[src/common/soc_config.svh]
// Sizes and address map for a 32-bit bus; ROM and CLINT layouts assume DATA_WIDTH of 32
`ifndef SOC_CONFIG_SVH
`define SOC_CONFIG_SVH

`define ADDR_WIDTH 32
`define DATA_WIDTH 32
`define NUM_HARTS  2

// ---------------------------------------------------------------------------
// Address map with exclusive end addresses
// ---------------------------------------------------------------------------
`define ROM_BASE     32'h0000_1000
`define ROM_LENGTH   32'h0000_0100
`define ROM_WORD_TAG 16'hb007

`define SPM_BASE   32'h1000_0000
`define SPM_LENGTH 32'h0000_0400
`define SPM_DEPTH  (`SPM_LENGTH / 4)

`define CLINT_BASE   32'h0200_0000
`define CLINT_LENGTH 32'h0001_0000

// CLINT register offsets
`define CLINT_MSIP_OFS     32'h0000_0000
`define CLINT_MTIMECMP_OFS 32'h0000_4000
`define CLINT_MTIME_OFS    32'h0000_bff8

// Hold-off after reset before debug requests reach the harts
`define DBG_DELAY_CYCLES 500

`endif

[src/common/soc_bus_pkg.sv]
// Strobe bus types; no handshake, every request gets a response one cycle later
`include "soc_config.svh"

package soc_bus_pkg;

  typedef struct packed {
    logic                     req;
    logic                     we;
    logic [`ADDR_WIDTH-1:0]   addr;
    logic [`DATA_WIDTH/8-1:0] be;
    logic [`DATA_WIDTH-1:0]   wdata;
  } bus_req_t;

  typedef struct packed {
    logic                   rvalid;
    logic                   err;
    logic [`DATA_WIDTH-1:0] rdata;
  } bus_rsp_t;

endpackage

[src/hdl/boot_rom.sv]
// Fixed tag-pattern ROM; writes are refused with err and leave the contents as they are
`include "soc_config.svh"

module boot_rom
  import soc_bus_pkg::*;
(
  input  logic     clk_i,
  input  logic     ndmreset_n,
  input  bus_req_t req_i,
  output bus_rsp_t rsp_o
);

  localparam int unsigned ROM_WORDS = `ROM_LENGTH / 4;
  localparam int unsigned IDX_W     = $clog2(ROM_WORDS);

  logic [IDX_W-1:0]       word_idx;
  logic                   rvalid_q;
  logic                   err_q;
  logic [`DATA_WIDTH-1:0] rdata_q;

  // Tag in the upper half, word number in the lower half
  function automatic logic [`DATA_WIDTH-1:0] rom_word(logic [IDX_W-1:0] idx);
    return {`ROM_WORD_TAG, 16'(idx)};
  endfunction

  assign word_idx = req_i.addr[IDX_W+1:2];

  always_ff @(posedge clk_i or negedge ndmreset_n) begin
    if (!ndmreset_n) begin
      rvalid_q <= 1'b0;
      err_q    <= 1'b0;
    end else begin
      rvalid_q <= req_i.req;
      err_q    <= req_i.req && req_i.we;
    end
  end

  always_ff @(posedge clk_i) begin
    if (req_i.req) begin
      rdata_q <= req_i.we ? '0 : rom_word(word_idx);
    end
  end

  assign rsp_o = '{rvalid: rvalid_q, err: err_q, rdata: rdata_q};

endmodule

[config.mk]
export PLATFORM = sky130hd
export DESIGN_NAME = boot_rom
export DESIGN_NICKNAME = d
export VERILOG_FILES = /design/src/common/soc_bus_pkg.sv /design/src/hdl/boot_rom.sv
export VERILOG_INCLUDE_DIRS = /design/src /design/src/common
export SDC_FILE = /design/constraint.sdc
export NUM_CORES = 1
export LEC_CHECK = 0
export BUFFER_PORTS_ARGS = -buffer_cell sky130_fd_sc_hd__buf_4
export CAP_MARGIN = 20
export CORE_MARGIN = 2
export CORE_UTILIZATION = 26
export CTS_CLUSTER_DIAMETER = 50
export DETAILED_ROUTE_END_ITERATION = 7
export GPL_ROUTABILITY_DRIVEN = 1
export MAX_ROUTING_LAYER = met4
export PLACE_DENSITY = 0.95
export SLEW_MARGIN = 10
export SYNTH_ARGS = -nofsm -noshare
export SYNTH_HDL_FRONTEND = slang
export SYNTH_SLANG_ARGS = --single-unit
[constraint.sdc]
create_clock -name clk_i -period 1.1 [get_ports clk_i]
set_input_delay 0.055 -clock clk_i [delete_from_list [all_inputs] [get_ports clk_i]]
set_output_delay 0.055 -clock clk_i [all_outputs]
set_load 0.02 [all_outputs]
* Word level (Yosys, flattened, before mapping)
Index checks and enable logic that the tools add are counted.
Storage, ports and cells: register bits 34, output and inout bits 34, logic and storage cells 6
Cells by class: muxes and demuxes 1, reduce and logical (&&, ||, !) cells 1
Operator list (count):
- 32-bit two-way mux | 1
- 1-bit logical AND | 1

* Longest topological paths before layout
depth after elaboration 1, gate-level depth with buffers 1

* Least setup slack after synthesis
Ideal clock, no wire load.
path kind flip-flop to output port, start point register rdata_q[29] (netlist name), end point output rsp_o[17] in the netlist's numbering, data arrival time 722 ps, required time 1045 ps, slack 323 ps, cell stages (with the launch flop) 2, path through edfxtp_1 -> buf_4
RTL lines:
- to (decl) | RTL line boot_rom.sv:10 | output bus_rsp_t rsp_o

==> impl_results.md <==
- Overall power: 870 uW
- WL/cell: between 8 and 9 um
- TNS Setup: 0 ps
- Critical Path Start: rdata_q[29]
- GP Congestion: between 0.6 and 0.7
- Tot GR Track Use: 0.0779
- Syn_area_per_cell: about 11 um2
- Utilization after layout: 0.331
- Grt ovf: 0
- CTS tree: built
- Core ar.: between 1500 and 2000 um2
- Share of post-route cells with drive strength above 1: 0.394
- Initial Utilization: 0.268
- Wire length of the first global-routing pass: 1220 um
- Boundary Pins: 106
- Max-Cap Viols: 0
- Synth top area share: 0.409
- # diodes: 0
- Post-cts sizing count: 0
- Yosys reg bits: 9
- Mapped Cells: 45
- Non-filler cells, final: 93
- VDD IR max: between 0.3 and 0.4 mV
- P per Cell Area: between 1000 and 1500 nW/um2
- Leakage: 0.312 nW
- Die height: 48.5 um
- WL final: a little over 800 um
- Number of global-route vias before repair: ~270
- Setup CP Type: reg2out
- Placed cells: 87
- Largest net degree at the start of global routing: 10
- Buffers and inverters on the worst path: 1
- Critical path startpoint category: flip-flop
- P&R area growth vs syn: 23.6%
- CTS max path bufs: 2
- Req. time, crit path: 1040 ps
- Clock-pin slew on the worst setup and hold paths: 60 ps
- Max-slew violation count: 0
- Worst min-delay path class: in2reg
- Postcts setup bufs: 0
- Final nets: 139
- Max Clock Freq: 1040 MHz
- Hold depth: 2
- Synth warn: 0
- End point of the critical path: rsp_o[31]
- Initial DRC count: 1
- Maximum single-stage delay on the critical path: 450 ps
- Antenna viol nets, final: 0
- Routed vias/inst: roughly 3.2
- Crit path max-delay family: flip-flops
- CP max FO: 6
- Num Clock Sinks: 9
- Cts bufs inserted: 3
- Mapped Area: 514 um2
- Post-DP Area: 589 um2
- CTS root buffer: clkbuf_4
- WP depth: 1
- Initial antenna violation count: 0
- Full die area: 2350 um2
- CP Cell Sequence: buf_4
- First-pass DRT Iterations: 2
- Final hold vios: 0
- CP max-delay cell: edfxtp_1
- Final period utilization: 0.874
- Port Buf Inserts: 23
- CP Capture Type: primary output
- Post-route cell area: 636 um2
- Status: completed
- Drc violations: 0
- Fill cells: 209
- Dominant cell type by area after synthesis: edfxtp_1
- # H-tree levels: 1
- CP arrival: 910 ps
- Tmin final: 961 ps
- Post-synth cell types: 7
- Setup violators final: 0
- Synth area leaders: edfxtp_1, buf_4, dfrtp_1
- Die Wd: between 40 and 50 um
- Sequential fraction of the synthesis area: 0.506
- Rows: 16
- RSZ-0062 raised after global routing: no
- Routed vias: a little under 300
-- cell type report --
cell class,count,area [um2],area share
repair buffers,25,193,0.303
well taps,27,33.8,0.0531
inverters,1,3.75,0.00591
clock buffers,4,26.3,0.0413
multi-input cells,27,119,0.187
flip-flops and latches,9,260,0.409
-- cell usage in the layout (no fill, tap or decap) --
cell / netlist / layout
clkbuf_4: 0 / 3
buf_4: 27 / 23
dlygate4sd3_1: 0 / 2
inv_1: 1 / 1
clkbuf_1: 0 / 1
dfrtp_1: 2 / 2
nor2b_1: 6 / 6
and2_1: 1 / 1
edfxtp_1: 7 / 7
conb_1: 1 / 20
-- stage by stage --
step                      hold slack (ps)  setup WS (ps)
after floorplan                      -241            323
after global placement               -162            420
after detailed placement             -159            403
after CTS                            76.7            109
after global routing                 95.4           91.5
final                                88.7            139
-- where the power goes --
part / internal [mW] / switching (mW) / leakage [nW] / total (mW)
logic: 0.0772 / 0.141 / 0.205 / 0.218
clock network: 0.139 / 0.108 / 0.0150 / 0.247
registers: 0.395 / 0.0103 / 0.0922 / 0.405
-- Yosys cell counts (all sizes together) --
library cell and count:
dfrtp 2, buf 27, conb 1, nor2b 6
inv 1, edfxtp 7, and2 1
-- state kept, by name, summed over array words and instances (netlist names) --
name	count
err_q	1
rvalid_q	1
rdata_q	7
-- worst min path at each step --
stage	from	endpoint
finish	req_i[68]	rdata_q[29]
detailed placement	ndmreset_n	rvalid_q
CTS	req_i[68]	rdata_q[29]
floorplan	ndmreset_n	err_q
global placement	ndmreset_n	err_q
global route	req_i[68]	rdata_q[29]
-- repair_timing --
| item | 4_1_cts | 5_1_grt |
|---|---|---|
| setup endpoints to repair | 0 | 0 |
| endpoints found under the hold margin | 3 | 0 |
| hold buffers | 2 | 0 |
-- logic make-up (layout without fill, tap and decap cells) --
| logic type | Yosys count | after routing | synth area share |
|---|---|---|---|
| buffers and inverters | 28 | 30 | 0.401 |
| flip-flops | 9 | 9 | 0.506 |
| other | 1 | 20 | 0.00729 |
| AND/OR/NAND/NOR | 7 | 7 | 0.0852 |
-- per-layer routing --
metal	routed length, um	track usage	share of wire
met5	0	-	0
met1	267	0.0686	0.33
met4	36	0.100	0.044
met3	97	0.0278	0.12
met2	414	0.116	0.51
Note: power is estimated with default switching activity, not from simulation.
