--- config.mk ---
export PLATFORM = sky130hd
export DESIGN_NAME = addr_decoder
export DESIGN_NICKNAME = d
export VERILOG_FILES = /design/src/common/soc_addr_pkg.sv /design/src/common/soc_bus_pkg.sv /design/src/hdl/addr_decoder.sv
export VERILOG_INCLUDE_DIRS = /design/src /design/src/common
export SDC_FILE = /design/constraint.sdc
export NUM_CORES = 1
export LEC_CHECK = 0
export ABC_AREA = 1
export BUFFER_PORTS_ARGS = -buffer_cell sky130_fd_sc_hd__buf_2
export CORE_AREA = 2 2 161 163
export DETAILED_ROUTE_END_ITERATION = 10
export DIE_AREA = 0 0 163 165
export GPL_TIMING_DRIVEN = 0
export SLEW_MARGIN = 15
export SYNTH_ARGS = -nofsm -noshare
export SYNTH_HDL_FRONTEND = slang
export SYNTH_SLANG_ARGS = --single-unit
--- constraint.sdc ---
create_clock -name clk_i -period 3.4 [get_ports clk_i]
set_clock_uncertainty 0.15 [all_clocks]
set_input_delay 0 -clock clk_i [delete_from_list [all_inputs] [get_ports clk_i]]
set_output_delay 0 -clock clk_i [all_outputs]
set_load 0.05 [all_outputs]
--- src/common/soc_config.svh ---
// Sizes and address map for a 32-bit bus; ROM and CLINT layouts assume DATA_WIDTH of 32
`ifndef SOC_CONFIG_SVH
`define SOC_CONFIG_SVH

`define ADDR_WIDTH 32
`define DATA_WIDTH 32
`define NUM_HARTS  2

// ---------------------------------------------------------------------------
// Address map with exclusive end addresses
// ---------------------------------------------------------------------------
`define ROM_BASE     32'h0000_1000
`define ROM_LENGTH   32'h0000_0100
`define ROM_WORD_TAG 16'hb007

`define SPM_BASE   32'h1000_0000
`define SPM_LENGTH 32'h0000_0400
`define SPM_DEPTH  (`SPM_LENGTH / 4)

`define CLINT_BASE   32'h0200_0000
`define CLINT_LENGTH 32'h0001_0000

// CLINT register offsets
`define CLINT_MSIP_OFS     32'h0000_0000
`define CLINT_MTIMECMP_OFS 32'h0000_4000
`define CLINT_MTIME_OFS    32'h0000_bff8

// Hold-off after reset before debug requests reach the harts
`define DBG_DELAY_CYCLES 500

`endif

--- src/common/soc_addr_pkg.sv ---
// Address map types; rule end addresses are exclusive and rules must not overlap
`include "soc_config.svh"

package soc_addr_pkg;

  localparam int unsigned NUM_TARGETS = 3;

  typedef enum logic [1:0] {
    TGT_ROM   = 2'd0,
    TGT_SPM   = 2'd1,
    TGT_CLINT = 2'd2,
    TGT_NONE  = 2'd3
  } target_e;

  // One decoder rule
  typedef struct packed {
    target_e                 idx;
    logic [`ADDR_WIDTH-1:0]  start_addr;
    logic [`ADDR_WIDTH-1:0]  end_addr;
  } addr_rule_t;

endpackage

--- src/common/soc_bus_pkg.sv ---
// Strobe bus types; no handshake, every request gets a response one cycle later
`include "soc_config.svh"

package soc_bus_pkg;

  typedef struct packed {
    logic                     req;
    logic                     we;
    logic [`ADDR_WIDTH-1:0]   addr;
    logic [`DATA_WIDTH/8-1:0] be;
    logic [`DATA_WIDTH-1:0]   wdata;
  } bus_req_t;

  typedef struct packed {
    logic                   rvalid;
    logic                   err;
    logic [`DATA_WIDTH-1:0] rdata;
  } bus_rsp_t;

endpackage

--- src/hdl/addr_decoder.sv ---
// Single-master decoder; unmatched addresses get an error response and reach no target
`include "soc_config.svh"

module addr_decoder
  import soc_bus_pkg::*;
  import soc_addr_pkg::*;
(
  input  logic                       clk_i,
  input  logic                       ndmreset_n,
  input  bus_req_t                   bus_req_i,
  output bus_rsp_t                   bus_rsp_o,
  output bus_req_t [NUM_TARGETS-1:0] tgt_req_o,
  input  bus_rsp_t [NUM_TARGETS-1:0] tgt_rsp_i
);

  localparam addr_rule_t ADDR_MAP [NUM_TARGETS] = '{
    '{idx: TGT_ROM,   start_addr: `ROM_BASE,   end_addr: `ROM_BASE + `ROM_LENGTH},
    '{idx: TGT_SPM,   start_addr: `SPM_BASE,   end_addr: `SPM_BASE + `SPM_LENGTH},
    '{idx: TGT_CLINT, start_addr: `CLINT_BASE, end_addr: `CLINT_BASE + `CLINT_LENGTH}
  };

  target_e sel_d;
  target_e sel_q;
  logic    valid_q;

  // ---------------------------------------------------------------------------
  // Rule match
  // ---------------------------------------------------------------------------
  always_comb begin
    sel_d = TGT_NONE;
    for (int i = 0; i < NUM_TARGETS; i++) begin
      if (bus_req_i.addr >= ADDR_MAP[i].start_addr &&
          bus_req_i.addr < ADDR_MAP[i].end_addr) begin
        sel_d = ADDR_MAP[i].idx;
      end
    end
  end

  // Same fields to all targets, strobe only to the selected one
  always_comb begin
    for (int i = 0; i < NUM_TARGETS; i++) begin
      tgt_req_o[i]     = bus_req_i;
      tgt_req_o[i].req = bus_req_i.req && (sel_d == target_e'(i));
    end
  end

  always_ff @(posedge clk_i or negedge ndmreset_n) begin
    if (!ndmreset_n) begin
      valid_q <= 1'b0;
      sel_q   <= TGT_NONE;
    end else begin
      valid_q <= bus_req_i.req;
      sel_q   <= bus_req_i.req ? sel_d : TGT_NONE;
    end
  end

  // ---------------------------------------------------------------------------
  // Response mux
  // ---------------------------------------------------------------------------
  always_comb begin
    bus_rsp_o = '0;
    if (sel_q == TGT_NONE) begin
      // Decode miss answers itself
      bus_rsp_o.rvalid = valid_q;
      bus_rsp_o.err    = valid_q;
    end else begin
      bus_rsp_o = tgt_rsp_i[sel_q];
    end
  end

endmodule

After elaboration in Yosys (flattened, before gate mapping)
Cells that the tools add are included.
- latch bits: 0
- input bits: 174
- bits in writable memories: 0
- word-level logic and storage cells: 27
- output and inout bits: 244
- memory bits (read-only): 0
- memories kept: 0
- bits in registers: 3
- equality and inequality tests: 3
- $mul: 0
- reduce and logical (&&, ||, !) cells: 7
- div/mod/pow operators: 0
- order comparisons: 7
- mux-type cells: 8
- bitwise logic cells: 0
- add/sub/neg operators: 0
- shift-type cells: 0
- operators by type and width (kind ; count):
    34-bit binary-select mux with 2-bit select ; 1
    34-bit two-way mux ; 1
    32-bit by 13-bit >= comparator with 1-bit output, second input constant ; 1
    32-bit by 26-bit >= comparator with 1-bit output, second input constant ; 1
    32-bit by 29-bit >= comparator with 1-bit output, second input constant ; 1
    32-bit by 13-bit less-than comparator with 1-bit output, second input constant ; 1
    32-bit by 26-bit less-than comparator with 1-bit output, second input constant ; 1
    32-bit by 29-bit less-than comparator with 1-bit output, second input constant ; 1
    32-bit two-way mux ; 1
    2-bit two-way mux ; 5
    1-bit logical AND ; 6
    2-bit equality test, second input constant ; 2
    2-bit by 3-bit less-than comparator with 1-bit output, second input constant ; 1
    2-bit by 1-bit equality test with 1-bit output, second input constant ; 1
    2-bit logical NOT ; 1

Longest topological paths before layout
- depth in word-level cells: 7
- gate-level depth with buffers: 7
- mapped depth without buffers: 7

Worst setup path after synthesis
No wires, ideal clock.
- kind: reg2out
- from: register sel_q[0]
- to: output bus_rsp_o[29] (netlist name)
- required time: 3.250 ns
- slack: 1.436 ns
- data arrival time: 1.814 ns
- path buffers: 1
- stages on the path, launching flop included: 4
- cells stage by stage: dfstp_2 buf_4 o21ai_0 o21ai_0
- RTL lines (item ; RTL line ; RTL):
    start, declared ; addr_decoder.sv:23 ; target_e sel_q;
    start signal, assigned ; addr_decoder.sv:53 ; sel_q <= bus_req_i.req ? sel_d : TGT_NONE;
    end, declared ; addr_decoder.sv:11 ; output bus_rsp_t bus_rsp_o,

==> impl_results.md <==
- Die Span Y: 165 um
- Die X: 163 um
- Fin. Hold Viols: 0
- Ant. Diodes: 0
- Comb power frac: 79.8%
- First-pass DRT Iterations: 4
- Initial antenna violation count: 0
- Sequential share of the synthesized area: 3.039%
- Setup tns final: 0 ps
- FP Rows: 58
- Number of distinct library cells after synthesis: 19
- Clk pwr share: 16.8%
- Fin crit period: 2095 ps
- Vias in the first global route: 2,899
- Ratio of cells with drive above 1 in the final layout: 75.94%
- Most area-consuming cells after synthesis: buf_4 (62%), nor2_1 (7.6%), nand2_1 (7.1%), o21ai_0 (6.7%), o21ai_1 (6.3%)
- Final GP Congestion: 0.7761
- Top Layer Used: met3
- Post-DRT Antenna Nets: 0
- Yosys warning total: 0
- Max-Cap Viols: 0
- Gate Count Post-Synth: 415
- Mean Syn Cell Area: 6.150 um^2
- Via count: 3,639
- Effective utilization at floorplan: 10.19%
- Clock root cell: clkbuf_16
- Vias per inst: 3.238
- Port Buf Inserts: 372
- Syn Std Cell Area: 2552 um^2
- Final period utilization: 61.62%
- Crit path launch type: flip-flop
- HP Class: in -> reg
- Met3 wire len: 844 um
- CORE AREA: 25,040 um^2
- Total Wirelength: 12,650 um
- Die area: 26,900 um^2
- Int Pwr: 0.4871 mW
- Fin util: 19.72%
- DRC: 0
- CTS Buffer Depth: 2
- Post-synth net total: 589
- Global-route usage over all layers: 7.680%
- Worst-margin pin slew: 405.9 ps
- Crit. End Element: output port
- H-Tree Depth: 1
- Crit-path max FO: 10
- HPWL Detailed: 11,490 um
- Routed WL per cell: 11.26 um
- Worst EP arrival: 1950 ps
- PwrDens: 225.3 nW/um^2
- Share of Yosys cell area claimed by the top area cell type: 62.06%
- Fmax achieved: 477.3 MHz
- Layout area overhead: 93.38%
- Leakage: 2.912 nW
- WL met1: 5228 um
- CTS resizes: 0
- Post-synthesis register bit count: 3
- VDD IR max: 0.1598 mV
- Ports: 418
- Status: finished, final reports clean
- Gr ovfl total: 0
- Setup CP Type: reg -> out
- Final Max Slew Viols: 0
- CTS clk-pin slew, worst paths: 30 ps
- First-pass GRT wire length: 16,120 um
- Clk sinks: 3
- RSZ-0062 raised after global routing: no
- Final setup fails: 0
- Fill cells: 2,862
- CTS buffer count: 3
- DR iter-0 viols: 112
- WP data required: 3250 ps
- DR WL met2: 6580 um
- Largest net degree at the start of global routing: 11
- Dominant cell type by area after synthesis: buf_4
- Sw Share: 56.20%
- Slew HR: 72.66%
- Sequential power share: 3.4%
- Final Net Count: 969
- Psw: 0.6248 mW
- CTS tree: yes
[path summary, 6_finish.rpt]
check	startpoint	endpoint	slack [ps]	cells after the start
max	sel_q[1]	bus_rsp_o[24]	1300	6
min	bus_req_i[61]	sel_q[0]	40	4
max in group asynchronous	ndmreset_n	valid_q	2510	3
min in group asynchronous	ndmreset_n	sel_q[1]	110	2
[routing by layer]
metal / vias up / track usage [%]
li1: 1856 / -
met1: 1624 / 10.00
met4: 0 / 0.4827
met2: 159 / 14.16
met3: 0 / 0.8790
met5: - / 0
[critical path, cell delays in order, from the launching register on]
cell	delay, ps
dfstp_2	580
clkinv_2	170
nor2_4	230
buf_4	220
nand2_1	60
o21ai_1	140
buf_2	320
[power groups by stage]
stage	registers [mW]	logic [mW]	clock network (mW)
global route	0.0376	0.926	0.196
floorplan	0.0371	0.681	0
finish	0.0374	0.887	0.187
global placement	0.0378	0.885	0
CTS	0.0375	0.893	0.189
detailed placement	0.0378	0.889	0
[state kept, by name (all words and copies together), names as in the netlist]
| register | flops |
|---|---|
| sel_q | 2 |
| valid_q | 1 |
[through the flow]
stage / instance area, um^2 / hold WS, ps / power [mW] / std cells / setup slack (ps)
2_1_floorplan: 2552 / -445.6 / 0.7179 / 415 / 1436
3_3_place_gp: 4827 / -356.2 / 0.9230 / 1117 / 1533
3_5_place_dp: 4827 / -351.8 / 0.9267 / 1117 / 1506
4_1_cts: 4936 / 55.98 / 1.120 / 1124 / 1267
5_1_grt: 4936 / 88.89 / 1.159 / 1124 / 1180
6_report: 4936 / 44.22 / 1.112 / 1124 / 1305
[synthesized netlist by cell type]
master	instances
clkinv_2	1
o21ai_1	32
o21ai_0	34
nand4_1	1
buf_2	6
clkbuf_1	3
nor2_2	3
nor2_1	52
nand3_1	4
nand2_1	48
inv_2	2
buf_4	211
dfrtp_1	1
o211ai_1	2
nor3_1	2
nor3_2	2
dfstp_2	2
nor2_4	1
inv_1	8
[cells in the final DEF (no fill, tap or decap), drive strengths merged]
cell type	Yosys	layout
buf	217	589
o21ai	66	66
nor2	56	56
nand2	48	48
inv	10	10
clkbuf	3	7
nand3	4	4
nor3	4	4
dlygate4sd3	0	3
o211ai	2	2
dfstp	2	2
clkinv	1	1
nand4	1	1
dfrtp	1	1
[kinds of logic (layout without fill, tap and decap cells)]
kind of cell    Yosys count  after routing  synth area share, %
simple gates            113            113                18.09
buf+inv                 231            610                65.34
flops                     3              3                3.039
compound gates           68             68                13.53
[layout make-up]
type                            instances  area, um^2  share of cell area [%]
Clock buffer                            4       78.83                   1.597
Multi-Input combinational cell        181       807.0                   16.35
Inverter                               11       42.54                  0.8619
Tap cell                              330       412.9                   8.365
Timing Repair Buffer                  375        1892                   38.33
Buffer                                220        1625                   32.93
Sequential cell                         3       77.57                   1.572
[repair_timing]
action / CTS / global route
setup buffers: 0 / 0
hold endpoints to repair: 6 / 0
hold buffers: 3 / 0
Power figures use the tool's default switching activity.
