File: src/common/soc_config.svh
// Sizes and address map for a 32-bit bus; ROM and CLINT layouts assume DATA_WIDTH of 32
`ifndef SOC_CONFIG_SVH
`define SOC_CONFIG_SVH

`define ADDR_WIDTH 32
`define DATA_WIDTH 32
`define NUM_HARTS  2

// ---------------------------------------------------------------------------
// Address map with exclusive end addresses
// ---------------------------------------------------------------------------
`define ROM_BASE     32'h0000_1000
`define ROM_LENGTH   32'h0000_0100
`define ROM_WORD_TAG 16'hb007

`define SPM_BASE   32'h1000_0000
`define SPM_LENGTH 32'h0000_0400
`define SPM_DEPTH  (`SPM_LENGTH / 4)

`define CLINT_BASE   32'h0200_0000
`define CLINT_LENGTH 32'h0001_0000

// CLINT register offsets
`define CLINT_MSIP_OFS     32'h0000_0000
`define CLINT_MTIMECMP_OFS 32'h0000_4000
`define CLINT_MTIME_OFS    32'h0000_bff8

// Hold-off after reset before debug requests reach the harts
`define DBG_DELAY_CYCLES 500

`endif

File: src/common/soc_bus_pkg.sv
// Strobe bus types; no handshake, every request gets a response one cycle later
`include "soc_config.svh"

package soc_bus_pkg;

  typedef struct packed {
    logic                     req;
    logic                     we;
    logic [`ADDR_WIDTH-1:0]   addr;
    logic [`DATA_WIDTH/8-1:0] be;
    logic [`DATA_WIDTH-1:0]   wdata;
  } bus_req_t;

  typedef struct packed {
    logic                   rvalid;
    logic                   err;
    logic [`DATA_WIDTH-1:0] rdata;
  } bus_rsp_t;

endpackage

File: src/clint/clint_timer.sv
// CLINT with whole-word writes only; mtime is read-only and rtc_i must be slower than clk_i/2
`include "soc_config.svh"

module clint_timer
  import soc_bus_pkg::*;
(
  input  logic                  clk_i,
  input  logic                  ndmreset_n,
  input  logic                  rtc_i,
  input  bus_req_t              req_i,
  output bus_rsp_t              rsp_o,
  output logic [`NUM_HARTS-1:0] timer_irq_o,
  output logic [`NUM_HARTS-1:0] ipi_o
);

  localparam int unsigned OFS_W = $clog2(`CLINT_LENGTH);

  logic [2:0]                   rtc_q;
  logic                         rtc_rise;
  logic                         half_q;
  logic [63:0]                  mtime_q;
  logic [`NUM_HARTS-1:0]        msip_q;
  logic [`NUM_HARTS-1:0][63:0]  mtimecmp_q;
  logic [OFS_W-1:0]             ofs;
  logic [`DATA_WIDTH-1:0]       rd_data;
  logic                         rvalid_q;
  logic [`DATA_WIDTH-1:0]       rdata_q;

  // ---------------------------------------------------------------------------
  // RTC sync, edge detect and divide by two
  // ---------------------------------------------------------------------------
  assign rtc_rise = rtc_q[1] & ~rtc_q[2];

  always_ff @(posedge clk_i or negedge ndmreset_n) begin
    if (!ndmreset_n) begin
      rtc_q   <= '0;
      half_q  <= 1'b0;
      mtime_q <= '0;
    end else begin
      rtc_q <= {rtc_q[1:0], rtc_i};
      if (rtc_rise) begin
        half_q <= ~half_q;
        if (half_q) begin
          mtime_q <= mtime_q + 64'd1;
        end
      end
    end
  end

  // ---------------------------------------------------------------------------
  // Register access
  // ---------------------------------------------------------------------------
  assign ofs = {req_i.addr[OFS_W-1:2], 2'b00};

  always_ff @(posedge clk_i or negedge ndmreset_n) begin
    if (!ndmreset_n) begin
      msip_q     <= '0;
      mtimecmp_q <= '1;
    end else if (req_i.req && req_i.we) begin
      for (int h = 0; h < `NUM_HARTS; h++) begin
        if (ofs == OFS_W'(`CLINT_MSIP_OFS + 4 * h)) begin
          msip_q[h] <= req_i.wdata[0];
        end
        if (ofs == OFS_W'(`CLINT_MTIMECMP_OFS + 8 * h)) begin
          mtimecmp_q[h][31:0] <= req_i.wdata;
        end
        if (ofs == OFS_W'(`CLINT_MTIMECMP_OFS + 8 * h + 4)) begin
          mtimecmp_q[h][63:32] <= req_i.wdata;
        end
      end
    end
  end

  // Holes read as zero
  always_comb begin
    rd_data = '0;
    if (ofs == OFS_W'(`CLINT_MTIME_OFS)) begin
      rd_data = mtime_q[31:0];
    end
    if (ofs == OFS_W'(`CLINT_MTIME_OFS + 4)) begin
      rd_data = mtime_q[63:32];
    end
    for (int h = 0; h < `NUM_HARTS; h++) begin
      if (ofs == OFS_W'(`CLINT_MSIP_OFS + 4 * h)) begin
        rd_data = {{(`DATA_WIDTH-1){1'b0}}, msip_q[h]};
      end
      if (ofs == OFS_W'(`CLINT_MTIMECMP_OFS + 8 * h)) begin
        rd_data = mtimecmp_q[h][31:0];
      end
      if (ofs == OFS_W'(`CLINT_MTIMECMP_OFS + 8 * h + 4)) begin
        rd_data = mtimecmp_q[h][63:32];
      end
    end
  end

  always_ff @(posedge clk_i or negedge ndmreset_n) begin
    if (!ndmreset_n) begin
      rvalid_q <= 1'b0;
    end else begin
      rvalid_q <= req_i.req;
    end
  end

  always_ff @(posedge clk_i) begin
    if (req_i.req) begin
      rdata_q <= req_i.we ? '0 : rd_data;
    end
  end

  assign rsp_o = '{rvalid: rvalid_q, err: 1'b0, rdata: rdata_q};

  // ---------------------------------------------------------------------------
  // Interrupts
  // ---------------------------------------------------------------------------
  always_comb begin
    for (int h = 0; h < `NUM_HARTS; h++) begin
      timer_irq_o[h] = (mtime_q >= mtimecmp_q[h]);
      ipi_o[h]       = msip_q[h];
    end
  end

endmodule

File: config.mk
export PLATFORM = sky130hd
export DESIGN_NAME = clint_timer
export DESIGN_NICKNAME = d
export VERILOG_FILES = /design/src/common/soc_bus_pkg.sv /design/src/clint/clint_timer.sv
export VERILOG_INCLUDE_DIRS = /design/src /design/src/common
export SDC_FILE = /design/constraint.sdc
export NUM_CORES = 1
export LEC_CHECK = 0
export BUFFER_PORTS_ARGS = -buffer_cell sky130_fd_sc_hd__buf_2
export CAP_MARGIN = 20
export CORE_MARGIN = 2
export CORE_UTILIZATION = 60
export DETAILED_ROUTE_END_ITERATION = 12
export PLACE_DENSITY = 0.8
export SLEW_MARGIN = 20
export SYNTH_ARGS = -nofsm -noshare
export SYNTH_HDL_FRONTEND = slang
export SYNTH_SLANG_ARGS = --single-unit
File: constraint.sdc
create_clock -name clk_i -period 3.62 [get_ports clk_i]
set_clock_uncertainty 0.1 [all_clocks]
set_input_delay 1.086 -clock clk_i [delete_from_list [all_inputs] [get_ports clk_i]]
set_output_delay 1.086 -clock clk_i [all_outputs]
set_load 0.01 [all_outputs]
* After elaboration in Yosys (flattened, before gate mapping)
Index checks and enable logic that the tools add are counted.
** Cells by class
- $add $sub $neg :: 1
- Multipliers :: 0
- Divide/modulo/power cells :: 0
- Magnitude comparators :: 2
- Eq/ne operators :: 7
- Shift-type cells :: 0
- Multiplexer cells :: 8
- Bitwise logic cells :: 3
- Reductions and logical operators :: 9
** Operators with widths (count)
- 32-bit 2-to-1 mux :: 8
- 64-bit greater-or-equal comparator :: 2
- 64-bit by 1-bit adder with 64-bit output, second input constant :: 1
- 14-bit by 13-bit == test with 1-bit output, second input constant :: 4
- 14-bit == test, second input constant :: 2
- 16-bit zero test :: 1
- 14-bit by 1-bit == test with 1-bit output, second input constant :: 1
- 2-bit AND reduction :: 7
- 1-bit inverter :: 2
- 1-bit AND :: 1
- 1-bit logical AND :: 1
** Word-level totals
- Register bits after elaboration :: 231
- Latch bits :: 0
- Bits in writable memories :: 0
- ROM bits :: 0
- Input port bits :: 73
- Output and inout port bits :: 38
- Logic and storage cells :: 41
- Memories kept :: 0

* Longest topological paths before layout
- Word-level depth :: 9
- Mapped depth :: 10
- Mapped depth without buffers :: 9

* Worst setup path before layout
Ideal clock, no wire load.
- Path type :: flip-flop to output port
- From :: reg mtimecmp_q[75] in the netlist's numbering
- To :: out timer_irq_o[1]
- Arrival time :: 2240 ps
- Required time :: 2434 ps
- Slack :: 194 ps
- Cell stages (with the launch flop) :: 10
- Buffers on the path :: 0
- Path through :: dfstp_2 inv_1 ha_1 nand3_1 or2_2 a2111oi_0 nor3_1 a2111oi_0 nor2_1 o21ai_0
** Between the ends
- Longest elaborated chain between the ends :: 1
** RTL lines
- start: declaration :: RTL line clint_timer.sv:23 : logic [`NUM_HARTS-1:0][63:0] mtimecmp_q;
- start signal: indexed assignment :: RTL line clint_timer.sv:65 : mtimecmp_q[h][31:0] <= req_i.wdata;
- start signal: indexed assignment :: RTL line clint_timer.sv:68 : mtimecmp_q[h][63:32] <= req_i.wdata;
- 64-bit greater-or-equal comparator :: RTL line clint_timer.sv:117 : timer_irq_o[h] = (mtime_q >= mtimecmp_q[h]);
- end: declaration :: RTL line clint_timer.sv:12 : output logic [`NUM_HARTS-1:0] timer_irq_o,
No other way between the ends.

* Worst setup path in the final report
- From :: reg mtimecmp_q[48] in the netlist's numbering
- To :: out timer_irq_o[0]
The elaborated chain is that of the path after synthesis.

==> results.md <==
* Outcome: finished, violations left
* Failing checks: negative setup slack
* I/O Buffers at 87
* Drt drc at 0
* Worst path top cell family by delay: simple AND/OR/NAND/NOR gates
* Hold Crit Class: reg -> reg
* Leakage at 7.70 nW
* Buffers & Inverters on Critical Path at 3
* Crit-path max FO at 2
* Die area at 0.0237 mm^2
* Die height at 154 um
* Count of final max-slew check failures at 0
* CTS Sinks at 231
* H-tree depth at 1
* Rel. slew slack at 58.9%
* Max frequency at 234 MHz
* Hpwl dp at 26100 um
* Synth top area share at 24.9%
* Distinct cell type count after synthesis at 65
* Critical-path top delay cell: dfstp_2
* Layout cell share with drive strength beyond 1 at 37.8%
* PwrDens at 364 mW/mm^2
* Post-layout min period at 4.27 ns
* Clock Path Buffers at 3
* Multiplexer share of the synthesized area at 9.25%
* Ranking of synthesized cells by area: dfstp_2 25%, dfrtp_1 13%, ha_1 12%, edfxtp_1 7.1%, mux2_2 5.5%
* Crit. End Element: primary output
* Global Route Usage Sum at 31.7%
* Clock-pin slew on the worst setup and hold paths at 0.06 ns
* Site row count at 54
* Die width at 154 um
* Initial DRC count at 1106
* Grt total ovfl at 0
* Critical path class: reg -> out
* Diodes inserted at 0
* Critical path required time at 2.43 ns
* Peak supply drop at 0.000389 V
* Post-DRT Antenna Nets at 0
* Net count, final at 1644
* Ys Warns at 0
* RSZ-0062 raised after global routing: true
* Post-synthesis simple-gate area fraction at 10.2%
* Max-cap viol count at 0
* Setup violators final at 2
* Initial DRT Pass Iterations at 8
* Critical Path Max Stage Delay at 0.54 ns
* Area leader, netlist: dfstp_2
* Mapped Area at 0.0135 mm^2
* Largest family of logic cells by synthesized area: compound AO/OA/AOI/OAI gates
* Via density at 6.26
* Post-CTS Hold Fix Bufs at 0
* TNS Setup at -1.17 ns
* Net count after synthesis at 1422
* Drt wl/cell at 21.5 um
* Cell Chain, Critical Path: inv_1 > ha_1 > nand4_1 > nor4_2 > buf_4 > or4b_4 > o211ai_1 > buf_2
* Avg Cell Area, Syn at 11.1 um^2
* Worst hold slack at 0.241 ns
* Initial antenna violation count at 0
* DR vias at 10900
* Hold Fails Final Rpt at 0
* Post-synthesis cell count at 1220
* Area Growth Syn to Fin at 21.6%
* Period utilization at 118%
* Xor/xnor cell area share of the yosys netlist at 4.15%
* Seq cells post-synth at 231
* Clk root buf: clkbuf_16
* First-pass GRT wire length at 60200 um
* IO Count at 111
* Startpoint types: flip-flop
* Critical path data arrival time at 3.08 ns
* Post-synth ARST share at 86.1%
* Most instantiated library cell after synthesis: inv_1
* CTS buffer count at 26
* Largest net degree at the start of global routing at 71
* Vias in the first global route at 11400
* Total power at 5.99 mW
* Worst-skew pair later-pin latency at 0.54 ns
* GP Congestion at 0.905
* Detailed Route WL at 37400 um
* Synth Area in Compound Gates at 13.7%
* Ys flop type: dfstp_2
* EDFF count, synth at 32
* Seq/Total Area, Yosys at 45.2%
* Post-synth top cells: 136 x inv_1, 129 x ha_1, 128 x dfstp_2
* Worst-Margin Slew at 0.617 ns
* TritonCTS clock tree: yes
* Initial Util at 61.5%
* Fin util at 74.8%
* Setup WS post-layout at -0.647 ns
* Synth Area in Adders at 11.9%
* Core area at 0.0220 mm^2
==> layout by cell type, fill, tap and decap left out, types with 24 or more instances in the layout <==
cell type,count
nand4_1,35
mux2_2,66
clkbuf_16,27
mux2_4,30
nand3_1,33
dfstp_2,128
a21o_1,24
a22oi_1,31
a21boi_0,25
xnor2_1,54
a222oi_1,31
buf_2,85
ha_1,121
buf_4,151
dfrtp_1,71
a21oi_1,33
o22ai_1,33
inv_1,130
nand2_1,70
edfxtp_1,32
o21ai_0,43
==> worst paths after layout <==
path	startpoint	to	slack, ns	depth (start not counted)
worst max-delay path	mtimecmp_q[48]$_DFFE_PN1P_	timer_irq_o[0]	-0.65	8
worst min-delay path	rtc_q[0]$_DFF_PN0_	rtc_q[1]$_DFF_PN0_	0.24	0
worst max register to register	mtime_q[10]$_DFFE_PN0P_	mtime_q[57]$_DFFE_PN0P_	0.83	9
worst min register to register	rtc_q[0]$_DFF_PN0_	rtc_q[1]$_DFF_PN0_	0.24	0
max in group asynchronous	ndmreset_n	mtimecmp_q[9]$_DFFE_PN1P_	2.13	2
min in group asynchronous	ndmreset_n	rvalid_q$_DFF_PN0_	0.45	1
==> registers in the layout, summed over array words and instances, names as in the netlist <==
signal,flops
half_q,1
ipi_o,2
mtime_q,64
mtimecmp_q,128
rdata_q,32
rtc_q,3
rvalid_q,1
==> stage by stage <==
stage               cells  cell area, um^2  worst slack, ns
floorplan            1220            13500            0.194
global placement     1691            15300           -0.278
detailed placement   1691            15300           -0.304
CTS                  1742            16300           -0.663
global route         1742            16400           -0.685
finish               1742            16400           -0.647
==> cell families (layout without fill, tap and decap cells) <==
logic type,after synthesis,after routing
buffers and inverters,185,427
muxes,101,101
and+or+nand+nor,245,245
adders and majority gates,129,129
other,1,1
DFF,231,231
AOI/OAI and AO/OA,264,264
xor gates and xnor gates,64,64
==> where the power goes <==
part | total [mW] | switching, mW | internal (mW)
registers | 2.71 | 0.0288 | 2.68
logic | 0.588 | 0.335 | 0.253
clock network | 2.68 | 1.07 | 1.61
total | 5.99 | 1.43 | 4.55
==> area by class of cell <==
| type | instances | area (um^2) |
|---|---|---|
| inverter | 136 | 510 |
| fill | 1411 | 5530 |
| tap | 280 | 350 |
| multi-input combinational | 804 | 6910 |
| clock buffer | 41 | 778 |
| clock inverter | 7 | 90.1 |
| timing repair buffer | 243 | 1690 |
| sequential | 231 | 6100 |
==> per-layer routing <==
metal | GRT usage (%) | routed length (um) | vias to the layer above
li1 | - | - | 4927
met1 | 41.5 | 15000 | 5357
met2 | 52.9 | 18100 | 504
met3 | 4.31 | 2740 | 121
met4 | 14.0 | 1570 | 0
met5 | 0 | 0 | -
==> what timing repair did <==
item                       in CTS  in global routing
setup buffers                   3                  1
pin swaps                       4                 18
gates resized for setup        17                 23
hold endpoints to repair        0                  0
setup endpoints to repair       2                  2
No activity file was read; power rests on OpenSTA's default activity.
