--- config.mk ---
export PLATFORM = sky130hd
export DESIGN_NAME = debug_req_gate
export DESIGN_NICKNAME = d
export VERILOG_FILES = /design/src/hdl/debug_req_gate.sv
export VERILOG_INCLUDE_DIRS = /design/src /design/src/common
export SDC_FILE = /design/constraint.sdc
export NUM_CORES = 1
export LEC_CHECK = 0
export ABC_AREA = 1
export BUFFER_PORTS_ARGS = -buffer_cell sky130_fd_sc_hd__buf_2
export CAP_MARGIN = 20
export CELL_PAD_IN_SITES_DETAIL_PLACEMENT = 1
export CELL_PAD_IN_SITES_GLOBAL_PLACEMENT = 2
export CORE_MARGIN = 2
export CORE_UTILIZATION = 24
export DETAILED_ROUTE_END_ITERATION = 8
export HOLD_SLACK_MARGIN = 0.03
export PLACE_DENSITY_LB_ADDON = 0.05
export SYNTH_ARGS = -nofsm -noshare
export SYNTH_HDL_FRONTEND = slang
export SYNTH_SLANG_ARGS = --single-unit
export TNS_END_PERCENT = 20
--- constraint.sdc ---
create_clock -name clk_i -period 1.3 [get_ports clk_i]
set_input_delay 0.065 -clock clk_i [delete_from_list [all_inputs] [get_ports clk_i]]
set_output_delay 0.065 -clock clk_i [all_outputs]
set_load 0.03 [all_outputs]
--- src/common/soc_config.svh ---
// Sizes and address map for a 32-bit bus; ROM and CLINT layouts assume DATA_WIDTH of 32
`ifndef SOC_CONFIG_SVH
`define SOC_CONFIG_SVH

`define ADDR_WIDTH 32
`define DATA_WIDTH 32
`define NUM_HARTS  2

// ---------------------------------------------------------------------------
// Address map with exclusive end addresses
// ---------------------------------------------------------------------------
`define ROM_BASE     32'h0000_1000
`define ROM_LENGTH   32'h0000_0100
`define ROM_WORD_TAG 16'hb007

`define SPM_BASE   32'h1000_0000
`define SPM_LENGTH 32'h0000_0400
`define SPM_DEPTH  (`SPM_LENGTH / 4)

`define CLINT_BASE   32'h0200_0000
`define CLINT_LENGTH 32'h0001_0000

// CLINT register offsets
`define CLINT_MSIP_OFS     32'h0000_0000
`define CLINT_MTIMECMP_OFS 32'h0000_4000
`define CLINT_MTIME_OFS    32'h0000_bff8

// Hold-off after reset before debug requests reach the harts
`define DBG_DELAY_CYCLES 500

`endif

--- src/hdl/debug_req_gate.sv ---
// Blocks debug requests for DBG_DELAY_CYCLES after reset so boot code runs first
`include "soc_config.svh"

module debug_req_gate (
  input  logic                  clk_i,
  input  logic                  ndmreset_n,
  input  logic [`NUM_HARTS-1:0] debug_req_i,
  output logic [`NUM_HARTS-1:0] debug_req_o
);

  localparam int unsigned CNT_W = $clog2(`DBG_DELAY_CYCLES + 1);

  logic [CNT_W-1:0] cnt_q;

  // Down-counter that holds at zero
  always_ff @(posedge clk_i or negedge ndmreset_n) begin
    if (!ndmreset_n) begin
      cnt_q <= CNT_W'(`DBG_DELAY_CYCLES);
    end else if (cnt_q != '0) begin
      cnt_q <= cnt_q - 1'b1;
    end
  end

  assign debug_req_o = (cnt_q == '0) ? debug_req_i : '0;

endmodule

**Word level (Yosys, flattened, before mapping)**

Cells that the tools add are included.

- Flip-flop bits (word level): 9
- Word-level logic and storage cells: 5
- Output and inout bits: 2
- Input bits: 4

- $add $sub $neg: 1
- Muxes and demuxes: 1
- Reduce and logical (&&, ||, !) cells: 2

Operator list:

| kind | number |
|---|---|
| $logic_not A9 Y1 | 1 |
| $reduce_bool A9 Y1 | 1 |
| $sub A9 B1 Y9 const B | 1 |
| $mux W2 | 1 |

**Logic depth before layout (Yosys ltp)**

Gate-level depths: netlist of run 1.

- Depth in word-level cells: 2
- Mapped depth: 8
- Gate-level depth less buffers: 8

**Least setup slack after synthesis of run 1**

OpenSTA, ideal clock, no wires.

- Path type: register to output
- Start point: register cnt_q[1]
- End point: output port debug_req_o[1]
- Arrival: 1489 ps
- Path buffers: 1
- Stages on the path, launching flop included: 8
- Path slack: -254 ps
- Required time: 1235 ps
- Cells stage by stage: dfrtp_1 inv_1 ha_1 nand2_2 nor2_2 nand2_2 buf_6 nor2_1

- Cells in the longest elaborated chain, start to end: 2

RTL lines:

| element | line | source |
|---|---|---|
| from (decl) | debug_req_gate.sv:13 | `logic [CNT_W-1:0] cnt_q;` |
| from (signal assigned) | debug_req_gate.sv:18 | `` cnt_q <= CNT_W'(`DBG_DELAY_CYCLES); `` |
| from (signal assigned) | debug_req_gate.sv:20 | `cnt_q <= cnt_q - 1'b1;` |
| $logic_not A9 Y1 | debug_req_gate.sv:24 | `assign debug_req_o = (cnt_q == '0) ? debug_req_i : '0;` |
| $mux W2 | debug_req_gate.sv:24 |  |
| to (decl) | debug_req_gate.sv:8 | `` output logic [`NUM_HARTS-1:0] debug_req_o `` |

No other way between the ends.

**Worst setup path in the final report of run 1**

- Start point: register cnt_q[0]
- End point: output port debug_req_o[0]

Same word-level chain as after synthesis.

==> results of run 1 <==
## final cells by class
cell class | count | area, um2 | area share
Multi-Input combinational cell | 44 | 267 | 0.335
Sequential cell | 9 | 233 | 0.293
Timing Repair Buffer | 22 | 171 | 0.216
Inverter | 17 | 63.8 | 0.0803
Tap cell | 27 | 33.8 | 0.0425
Clock buffer | 4 | 26.3 | 0.0331
## cells in the final DEF, fill, tap and decap left out, types with 2 or more instances in the layout
master                      n
sky130_fd_sc_hd__nand2_4    2
sky130_fd_sc_hd__buf_2      3
sky130_fd_sc_hd__nor2_1     8
sky130_fd_sc_hd__buf_6      3
sky130_fd_sc_hd__dfstp_2    6
sky130_fd_sc_hd__inv_1     14
sky130_fd_sc_hd__nand2_2    3
sky130_fd_sc_hd__dfrtp_1    3
sky130_fd_sc_hd__buf_4     15
sky130_fd_sc_hd__nand2_1   15
sky130_fd_sc_hd__o21ai_2    2
sky130_fd_sc_hd__inv_2      3
sky130_fd_sc_hd__nand3_1    4
sky130_fd_sc_hd__clkbuf_4   3
sky130_fd_sc_hd__nor2_4     4
## cells by family (layout without fill, tap and decap cells)
kind of cell,Yosys count,in the layout,synth area share
AOI/OAI and AO/OA,4,4,0.0525
xor gates and xnor gates,1,1,0.0167
adders and majority gates,1,1,0.0239
buffers and inverters,18,43,0.143
DFF,9,9,0.444
and+or+nand+nor,38,38,0.320
## per-stage QoR
stage / area, um2 / setup WS, ps / instances / power (uW)
floorplan: 549 / 24.9 / 71 / 298
global placement: 672 / -38.0 / 112 / 311
detailed placement: 672 / -50.8 / 112 / 311
CTS: 764 / -141 / 120 / 558
global route: 795 / -251 / 123 / 584
finish: 795 / -163 / 123 / 547
## worst max path at each step
stage	to	start
6_report	debug_req_o[0]	cnt_q[0]
5_1_grt	debug_req_o[0]	cnt_q[1]
4_1_cts	debug_req_o[0]	cnt_q[0]
3_5_place_dp	cnt_q[0]	cnt_q[0]
3_3_place_gp	cnt_q[0]	cnt_q[0]
2_1_floorplan	debug_req_o[0]	cnt_q[0]
## worst max-delay path: cells and delay by family, from the launching register on
kind | cells | cell delay [ps]
DFF | 1 | 390
and+or+nand+nor | 4 | 380
buffers and inverters | 2 | 210
adders and majority gates | 1 | 150
## what timing repair did
item,4_1_cts,5_1_grt
gates resized for setup,10,2
hold buffers,1,0
endpoints found under the setup margin,8,10
pin swaps,5,2
hold endpoints to repair,9,0
buffers inserted,3,3
## layer usage
layer | share of wire | global-route usage | vias to the layer above | wire [um]
li1 | - | - | 259 | -
met2 | 0.50 | 0.206 | 9 | 647
met1 | 0.43 | 0.152 | 231 | 562
met5 | 0 | 0 | - | 0
met4 | 0.043 | 0.108 | 0 | 55
met3 | 0.021 | 0.0357 | 5 | 27
## where the power goes
part           total, uW  switching, uW  internal (uW)
clock network        233            114            119
logic               32.8           18.2           14.6
registers            281              0            281
==> run summary, run 1 <==
### Synth
* **Post-synth EDFFs** 0
* **flops & latches, synth** 9
* **post-synthesis cell type with the largest combined area** sky130_fd_sc_hd__dfstp_2
* **part of the Yosys area used for sequential elements** 0.444
* **syn avg cell area** 7.38 um2
* **mapped cell area** 524 um2
* **number of distinct library cells after synthesis** 16
* **net count after synthesis** 76
* **share of flip-flops with an asynchronous set or reset** 1.00
* **warnings from Yosys** 0
* **Synth Instances** 71
* **share of the synthesized area in the top cell type** 0.301
* **leading cell types by total area after synthesis** sky130_fd_sc_hd__dfstp_2 30%, sky130_fd_sc_hd__dfrtp_1 14%, sky130_fd_sc_hd__inv_1 12%
* **top post-synthesis cells by count** 17 x sky130_fd_sc_hd__inv_1, 17 x sky130_fd_sc_hd__nand2_1, 9 x sky130_fd_sc_hd__nor2_1
* **most common flop cell mapped by yosys** sky130_fd_sc_hd__dfstp_2

### Clock network
* **number of buffers added by the clock tree synthesis step** 3
* **worst-skew pair later-pin latency** 270 ps
* **maximum level of the CTS H-tree** 1
* **TritonCTS clock tree** yes
* **Clock Sinks** 9
* **Clock transition at path regs** 70 ps
* **CTS Root Cell** sky130_fd_sc_hd__clkbuf_4
* **Max clock buf depth** 2

### Setup path
* **worst-path cell chain** inv_2 -> ha_4 -> nand2_4 -> nor2_4 -> nand2_4 -> nor2_4 -> buf_6
* **number of cells on the worst reg-to-reg path** 10
* **Largest stage delay, worst path** 390 ps
* **maximum fanout encountered on the critical timing path** 4
* **arrival time of data at the critical path endpoint** 1400 ps
* **kind of start point of the critical path** flop
* **highest-delay cell along the critical path** sky130_fd_sc_hd__dfrtp_1
* **reg2reg end** cnt_q[0]
* **flop-to-flop setup slack** -80 ps
* **CP endpoint kind** output pin
* **Worst Setup Path Type** flop to output pin
* **WP data required** 1240 ps
* **launching point of the worst reg2reg path** cnt_q[0]

### Floorplanning
* **Floorplan Core Area** 2000 um2
* **floorplan row count** 16
* **die height** 50.7 um
* **Initial Utilization** 0.262
* **overall die width** 50.7 um
* **ports placed on the boundary** 6
* **die area** 2570 um2

### Cells and area
* **Layout area overhead** 51.6%
* **fraction of the core area covered by cells at the end of the flow** 0.397
* **biggest registers after layout** cnt_q: 9 flops
* **Fill cells** 256
* **max reg flops** 9
* **count of inserted antenna diode cells** 0
* **nets@finish** 102
* **register bank with the most flops** cnt_q
* **share of post-route cells with drive strength above 1** 0.479

### Timing
* **period utilisation layout** 1.13
* **clock period minus final worst setup slack** 1460 ps
* **Setup WS post-layout** -163 ps
* **Hold WS** 174 ps
* **# setup viols final** 8
* **total negative slack for setup checks** -562 ps
* **worst slew margin relative to its limit** 0.837
* **fmax** 0.684 GHz
* **final-report max-slew violation count** 0
* **Setup Skew** 0.225 ps
* **final number of hold-violating endpoints** 0
* **Worst Tran Pin Value** 243 ps
* **RSZ-0062 raised after global routing** true

### Drt
* **number of nets with antenna violations after detailed routing** 0
* **overall via count from detail_route** 504
* **DRC violation total after the first TritonRoute iteration** 4
* **WL per Instance** 10.5 um
* **detailed-router iteration count before antenna repair** 4
* **routed wire length** 1290 um
* **Post-route DRC** 0
* **via-per-instance ratio** 4.10

### Outcome
* **outcome** finished with violations
* **violated checks** negative setup slack

### Placement
* **DPL Wire Length** 931 um
* **number of buffers added on ports** 5
* **routability congestion estimate** 0.709

### GRT
* **global-route wire length before repair** 2350 um
* **Congestion Overflow GR** 0
* **pin count of the biggest net entering global routing** 10
* **via count of the first global-routing pass** 518
* **all-layer global routing usage** 0.133
* **antenna violations before repair** 0

### Pwr
* **Static Leak** 0.000428 uW
* **worst IR drop on VDD** 0.463 mV
* **power density cells** 689 nW/um2

### Worst hold path
* **Hold/Removal Path Class** primary input to asynchronous set/reset pin

### Flow run
* **max-cap violations** 0

(Power assumes the default switching activity.)
==> inputs of run 2 (changes only) <==
--- a/config.mk
+++ b/config.mk
@@ -13,6 +13,7 @@
 export CELL_PAD_IN_SITES_GLOBAL_PLACEMENT = 2
 export CORE_MARGIN = 2
 export CORE_UTILIZATION = 24
+export CTS_BUF_LIST = sky130_fd_sc_hd__clkbuf_16
 export DETAILED_ROUTE_END_ITERATION = 8
 export HOLD_SLACK_MARGIN = 0.03
 export PLACE_DENSITY_LB_ADDON = 0.05
==> run 2 against run 1 <==
The flow still finishes with violations (negative setup slack). Via count increased by 0.79%. Global-route usage decreased by 0.51 points. Clock skew is 0.57 ps higher. Cell area up 6.6%. Sequential cell count unchanged. Non-clock buffer count did not move. Hold slack improved by 40 ps. Sequential share of layout area is 1.8 points lower. Total power up 58%. Largest cell class unchanged.
==> run summary, run 2 (same netlist as run 1, synthesis figures left out) <==
### Cells and area
* **Fill cells** 243
* **count of inserted antenna diode cells** 0
* **nets@finish** 102
* **max reg flops** 9
* **most common library cell in the layout ignoring fill and taps** sky130_fd_sc_hd__nand2_1
* **biggest registers after layout** cnt_q: 9 flops
* **commonest non-fill, non-tap cells in the layout** 16 x sky130_fd_sc_hd__nand2_1, 15 x sky130_fd_sc_hd__inv_1, 15 x sky130_fd_sc_hd__buf_4, 7 x sky130_fd_sc_hd__nor2_1, 6 x sky130_fd_sc_hd__dfstp_2
* **fraction of the core area covered by cells at the end of the flow** 0.423
* **share of post-route cells with drive strength above 1** 0.479
* **register bank with the most flops** cnt_q
* **Layout area overhead** 61.6%

### Setup path
* **maximum fanout encountered on the critical timing path** 4
* **Worst Setup Path Type** flop to output pin
* **arrival time of data at the critical path endpoint** 1310 ps
* **Largest stage delay, worst path** 380 ps
* **launching point of the worst reg2reg path** cnt_q[5]
* **highest-delay cell along the critical path** sky130_fd_sc_hd__dfrtp_1
* **CP endpoint kind** output pin
* **number of cells on the worst reg-to-reg path** 9
* **worst-path cell chain** inv_2 -> ha_4 -> nand2_4 -> nor2_4 -> nand2_4 -> nor2_4 -> buf_6
* **kind of start point of the critical path** flop
* **reg2reg end** cnt_q[0]
* **WP data required** 1240 ps
* **flop-to-flop setup slack** -50 ps

### Flow run
* **max-cap violations** 0

### Placement
* **number of buffers added on ports** 5
* **routability congestion estimate** 0.709
* **DPL Wire Length** 931 um

### GRT
* **all-layer global routing usage** 0.128
* **Congestion Overflow GR** 0
* **antenna violations before repair** 0
* **via count of the first global-routing pass** 536
* **pin count of the biggest net entering global routing** 10
* **global-route wire length before repair** 2300 um

### Timing
* **total negative slack for setup checks** -229 ps
* **final-report max-slew violation count** 0
* **RSZ-0062 raised after global routing** true
* **Worst Tran Pin Value** 230 ps
* **clock period minus final worst setup slack** 1380 ps
* **final number of hold-violating endpoints** 0
* **fmax** 0.725 GHz
* **Setup Skew** 0.799 ps
* **Setup WS post-layout** -79.0 ps
* **# setup viols final** 4
* **worst slew margin relative to its limit** 0.846
* **period utilisation layout** 1.06

### Outcome
* **violated checks** negative setup slack
* **outcome** finished with violations

### Floorplanning
* **Floorplan Core Area** 2000 um2
* **floorplan row count** 16
* **ports placed on the boundary** 6
* **overall die width** 50.7 um
* **die height** 50.7 um
* **Initial Utilization** 0.262
* **die area** 2570 um2

### Pwr
* **Static Leak** 0.000456 uW
* **worst IR drop on VDD** 0.598 mV
* **power density cells** 1020 nW/um2

### Worst hold path
* **Hold/Removal Path Class** primary input to asynchronous set/reset pin

### Drt
* **Post-route DRC** 0
* **number of nets with antenna violations after detailed routing** 0
* **overall via count from detail_route** 508
* **DRC violation total after the first TritonRoute iteration** 4
* **WL per Instance** 10.5 um
* **via-per-instance ratio** 4.13
* **detailed-router iteration count before antenna repair** 2
* **routed wire length** 1290 um

### Clock network
* **maximum level of the CTS H-tree** 1
* **worst-skew pair later-pin latency** 240 ps
* **Clock transition at path regs** 40 ps
* **CTS Root Cell** sky130_fd_sc_hd__clkbuf_16
* **TritonCTS clock tree** yes
* **Max clock buf depth** 2
* **Clock Sinks** 9
* **number of buffers added by the clock tree synthesis step** 3

-- run 2: cell types whose count changed in the layout (fill, tap and decap cells not counted), sizes merged --
cell    before  now
clkbuf       4    3
inv         17   18
-- run 2: critical path, delay by kind of cell (launching register included) --
kind / cells / cell delay (ps)
flops: 1 / 380
simple gates: 4 / 350
buf+inv: 2 / 210
fa+ha+maj: 1 / 140
-- run 2: per-stage QoR --
step	hold slack, ps	power [uW]	instance area (um2)	worst slack (ps)	std cells
after floorplan	-231	298	549	24.9	71
after global placement	-67.3	311	672	-38.0	112
after detailed placement	-62.0	311	672	-50.8	112
after CTS	219	878	825	-85.9	121
after global routing	266	896	847	-152	123
final	215	865	847	-79.0	123
-- run 2: worst max-delay path by stage --
stage                          end  startpoint  slack [ps]
floorplan           debug_req_o[0]    cnt_q[0]          20
global placement          cnt_q[0]    cnt_q[0]         -40
detailed placement        cnt_q[0]    cnt_q[0]         -50
CTS                 debug_req_o[0]    cnt_q[0]         -90
global route        debug_req_o[0]    cnt_q[1]        -150
finish              debug_req_o[0]    cnt_q[0]         -80
-- run 2: timing repair --
action	in CTS	in global routing
hold buffers	1	0
gates resized for setup	10	2
setup endpoints to repair	7	10
hold endpoints to repair	9	0
buffers inserted	4	2
pin swaps	5	0
-- run 2: routing by layer --
metal  wire length [um]  vias to the layer above  track usage
met5                  0                        -            0
met4                 54                        0        0.108
met3                 23                        5       0.0179
met2                625                        9        0.206
met1                583                      239        0.148
li1                   -                      255            -
-- run 2: area by class of cell --
type                       count  area, um2  share of cell area
sequential                     9        233               0.275
clock buffer                   3       75.1              0.0886
multi-input combinational     44        267               0.315
tap                           27       33.8              0.0399
timing repair buffer          22        171               0.202
clock inverter                 1       3.75             0.00443
inverter                      17       63.8              0.0753
-- run 2: where the power goes --
part / internal [uW] / total, uW / switching, uW
clock network: 403 / 550 / 147
registers: 282 / 282 / 0
logic: 14.6 / 32.8 / 18.2
total: 700 / 865 / 165
==> inputs of run 3 (changes only) <==
--- a/config.mk
+++ b/config.mk
@@ -9,8 +9,6 @@
 export ABC_AREA = 1
 export BUFFER_PORTS_ARGS = -buffer_cell sky130_fd_sc_hd__buf_2
 export CAP_MARGIN = 20
-export CELL_PAD_IN_SITES_DETAIL_PLACEMENT = 1
-export CELL_PAD_IN_SITES_GLOBAL_PLACEMENT = 2
 export CORE_MARGIN = 2
 export CORE_UTILIZATION = 24
 export CTS_BUF_LIST = sky130_fd_sc_hd__clkbuf_16
==> run 3 against run 2 <==
The run still ends with negative setup slack left. Wire length is 12% lower. Final cell count unchanged. Clock skew grew 3.1 ps. Cell area is 0.74% lower. Utilization down 0.31 points. Clock power down 3%. Sequential cell count stayed put. Combinational power is essentially flat. First-iteration DRC count rose by 75%. Largest cell class unchanged. Highest routed layer unchanged.
==> run summary, run 3 (same netlist as run 1, synthesis figures left out) <==
### GRT
* **all-layer global routing usage** 0.109
* **pin count of the biggest net entering global routing** 10
* **Congestion Overflow GR** 0
* **via count of the first global-routing pass** 451
* **antenna violations before repair** 0
* **global-route wire length before repair** 1990 um

### Timing
* **Setup WS post-layout** -80.2 ps
* **final number of hold-violating endpoints** 0
* **clock period minus final worst setup slack** 1380 ps
* **# setup viols final** 6
* **Setup Skew** 3.88 ps
* **RSZ-0062 raised after global routing** true
* **fmax** 0.725 GHz
* **Worst Tran Pin Value** 222 ps
* **total negative slack for setup checks** -311 ps
* **final-report max-slew violation count** 0
* **period utilisation layout** 1.06
* **worst slew margin relative to its limit** 0.852

### Clock network
* **worst-skew pair later-pin latency** 230 ps
* **Clock Sinks** 9
* **Clock transition at path regs** 40 ps
* **CTS Root Cell** sky130_fd_sc_hd__clkbuf_16
* **number of buffers added by the clock tree synthesis step** 3
* **Max clock buf depth** 2
* **maximum level of the CTS H-tree** 1
* **TritonCTS clock tree** yes

### Cells and area
* **Fill cells** 221
* **nets@finish** 102
* **Layout area overhead** 60.4%
* **max reg flops** 9
* **share of post-route cells with drive strength above 1** 0.458
* **commonest non-fill, non-tap cells in the layout** 17 x sky130_fd_sc_hd__nand2_1, 16 x sky130_fd_sc_hd__inv_1, 16 x sky130_fd_sc_hd__buf_4, 7 x sky130_fd_sc_hd__nor2_1, 6 x sky130_fd_sc_hd__dfstp_2
* **register bank with the most flops** cnt_q
* **most common library cell in the layout ignoring fill and taps** sky130_fd_sc_hd__nand2_1
* **count of inserted antenna diode cells** 0
* **biggest registers after layout** cnt_q: 9 flops

### Drt
* **routed wire length** 1130 um
* **overall via count from detail_route** 460
* **DRC violation total after the first TritonRoute iteration** 7
* **via-per-instance ratio** 3.74
* **WL per Instance** 9.22 um
* **number of nets with antenna violations after detailed routing** 0
* **detailed-router iteration count before antenna repair** 5
* **Post-route DRC** 0

### Setup path
* **crit-path leading delay family** flip-flops
* **first element of the critical path** cnt_q[1]
* **Bufs and invs on worst path** 2
* **flop-to-flop setup slack** -60 ps
* **WP data required** 1240 ps
* **highest-delay cell along the critical path** sky130_fd_sc_hd__dfrtp_1
* **kind of start point of the critical path** flop
* **CP endpoint kind** output pin
* **launching point of the worst reg2reg path** cnt_q[1]
* **reg2reg end** cnt_q[3]
* **maximum fanout encountered on the critical timing path** 4
* **Worst Setup Path Type** flop to output pin
* **arrival time of data at the critical path endpoint** 1320 ps
* **Largest stage delay, worst path** 360 ps
* **worst-path cell chain** inv_2 -> ha_4 -> nand2_4 -> nor2_4 -> nand2_4 -> nor2_4 -> buf_6
* **number of cells on the worst reg-to-reg path** 9

### Pwr
* **Cell Int Power** 698 uW
* **Clk pwr share** 0.628
* **worst IR drop on VDD** 1.13 mV
* **part of the power in registers** 0.334
* **Final Total Pwr** 846 uW
* **proportion of total power due to net switching** 0.174
* **power density cells** 1010 nW/um2
* **share of power burned in combinational logic** 0.039
* **Net Switching** 148 uW
* **Static Leak** 0.000457 uW

### Floorplanning
* **Initial Utilization** 0.262
* **die height** 50.7 um
* **die area** 2570 um2
* **Floorplan Core Area** 2000 um2
* **floorplan row count** 16
* **overall die width** 50.7 um
* **ports placed on the boundary** 6

### Flow run
* **max-cap violations** 0

### Placement
* **DPL Wire Length** 857 um
* **routability congestion estimate** 0.736
* **number of buffers added on ports** 5
* **pre-CTS setup slack** -36.8 ps

### Worst hold path
* **Hold/Removal Path Class** primary input to asynchronous set/reset pin

### Outcome
* **violated checks** negative setup slack
* **outcome** finished with violations

[run 3: cell types whose count changed in the layout (fill, tap and decap cells not counted)]
cell | previous run | this run
sky130_fd_sc_hd__buf_4 | 15 | 16
sky130_fd_sc_hd__buf_6 | 3 | 2
sky130_fd_sc_hd__inv_1 | 15 | 16
sky130_fd_sc_hd__inv_2 | 3 | 2
sky130_fd_sc_hd__nand2_1 | 16 | 17
sky130_fd_sc_hd__nand2_2 | 2 | 1
[run 3: worst max-delay path by stage]
stage	to	slack, ps	cells past startpoint
final	debug_req_o[1]	-80	7
after global routing	debug_req_o[1]	-170	7
after CTS	debug_req_o[1]	-80	7
after detailed placement	cnt_q[3]	-40	8
after global placement	cnt_q[3]	-20	8
after floorplan	debug_req_o[0]	20	7
[run 3: power by group through the flow]
stage               Sequential (uW)  Clock, uW  Combinational, uW
finish                          282        531               32.6
global route                    282        570               35.7
CTS                             282        544               33.0
detailed placement              285          0               26.0
global placement                285          0               25.9
floorplan                       286          0               12.9
[run 3: worst reg2reg max path, stage by stage (launching register included)]
cell,delay [ps]
sky130_fd_sc_hd__dfrtp_1,360
sky130_fd_sc_hd__inv_2,80
sky130_fd_sc_hd__ha_4,150
sky130_fd_sc_hd__nand2_4,50
sky130_fd_sc_hd__nor2_4,130
sky130_fd_sc_hd__nand2_4,90
sky130_fd_sc_hd__buf_4,170
sky130_fd_sc_hd__buf_4,130
sky130_fd_sc_hd__o21ai_2,40
sky130_fd_sc_hd__inv_1,40
[run 3: layout make-up]
class | count | area (um2) | share of cell area
multi-input combinational | 44 | 264 | 0.314
clock buffer | 3 | 75.1 | 0.0893
clock inverter | 1 | 3.75 | 0.00446
timing repair buffer | 22 | 168 | 0.199
tap | 27 | 33.8 | 0.0402
inverter | 17 | 63.8 | 0.0759
sequential | 9 | 233 | 0.277
[run 3: what timing repair did]
item | 4_1_cts | 5_1_grt
resized for setup | 9 | 0
pin swaps | 7 | 3
hold endpoints to repair | 9 | 0
setup buffers | 2 | 1
hold buffers | 1 | 0
endpoints found under the setup margin | 7 | 9
[run 3: through the flow]
step           utilization  instance area [um2]  cells  hold slack, ps
6_report             0.420                  841    123             219
5_1_grt              0.420                  841    123             234
4_1_cts              0.416                  833    122             226
3_5_place_dp         0.347                  694    115           -61.9
3_3_place_gp         0.347                  694    115           -61.4
2_1_floorplan            -                  549     71            -231
[run 3: routing by layer]
layer | wire, um | global-route usage | part of all wire | vias up
met4 | 12 | 0.0405 | 0.011 | 0
met3 | 58 | 0.0446 | 0.051 | 2
li1 | - | - | - | 258
met2 | 517 | 0.175 | 0.46 | 11
met1 | 545 | 0.130 | 0.48 | 189
met5 | 0 | 0 | 0 | -
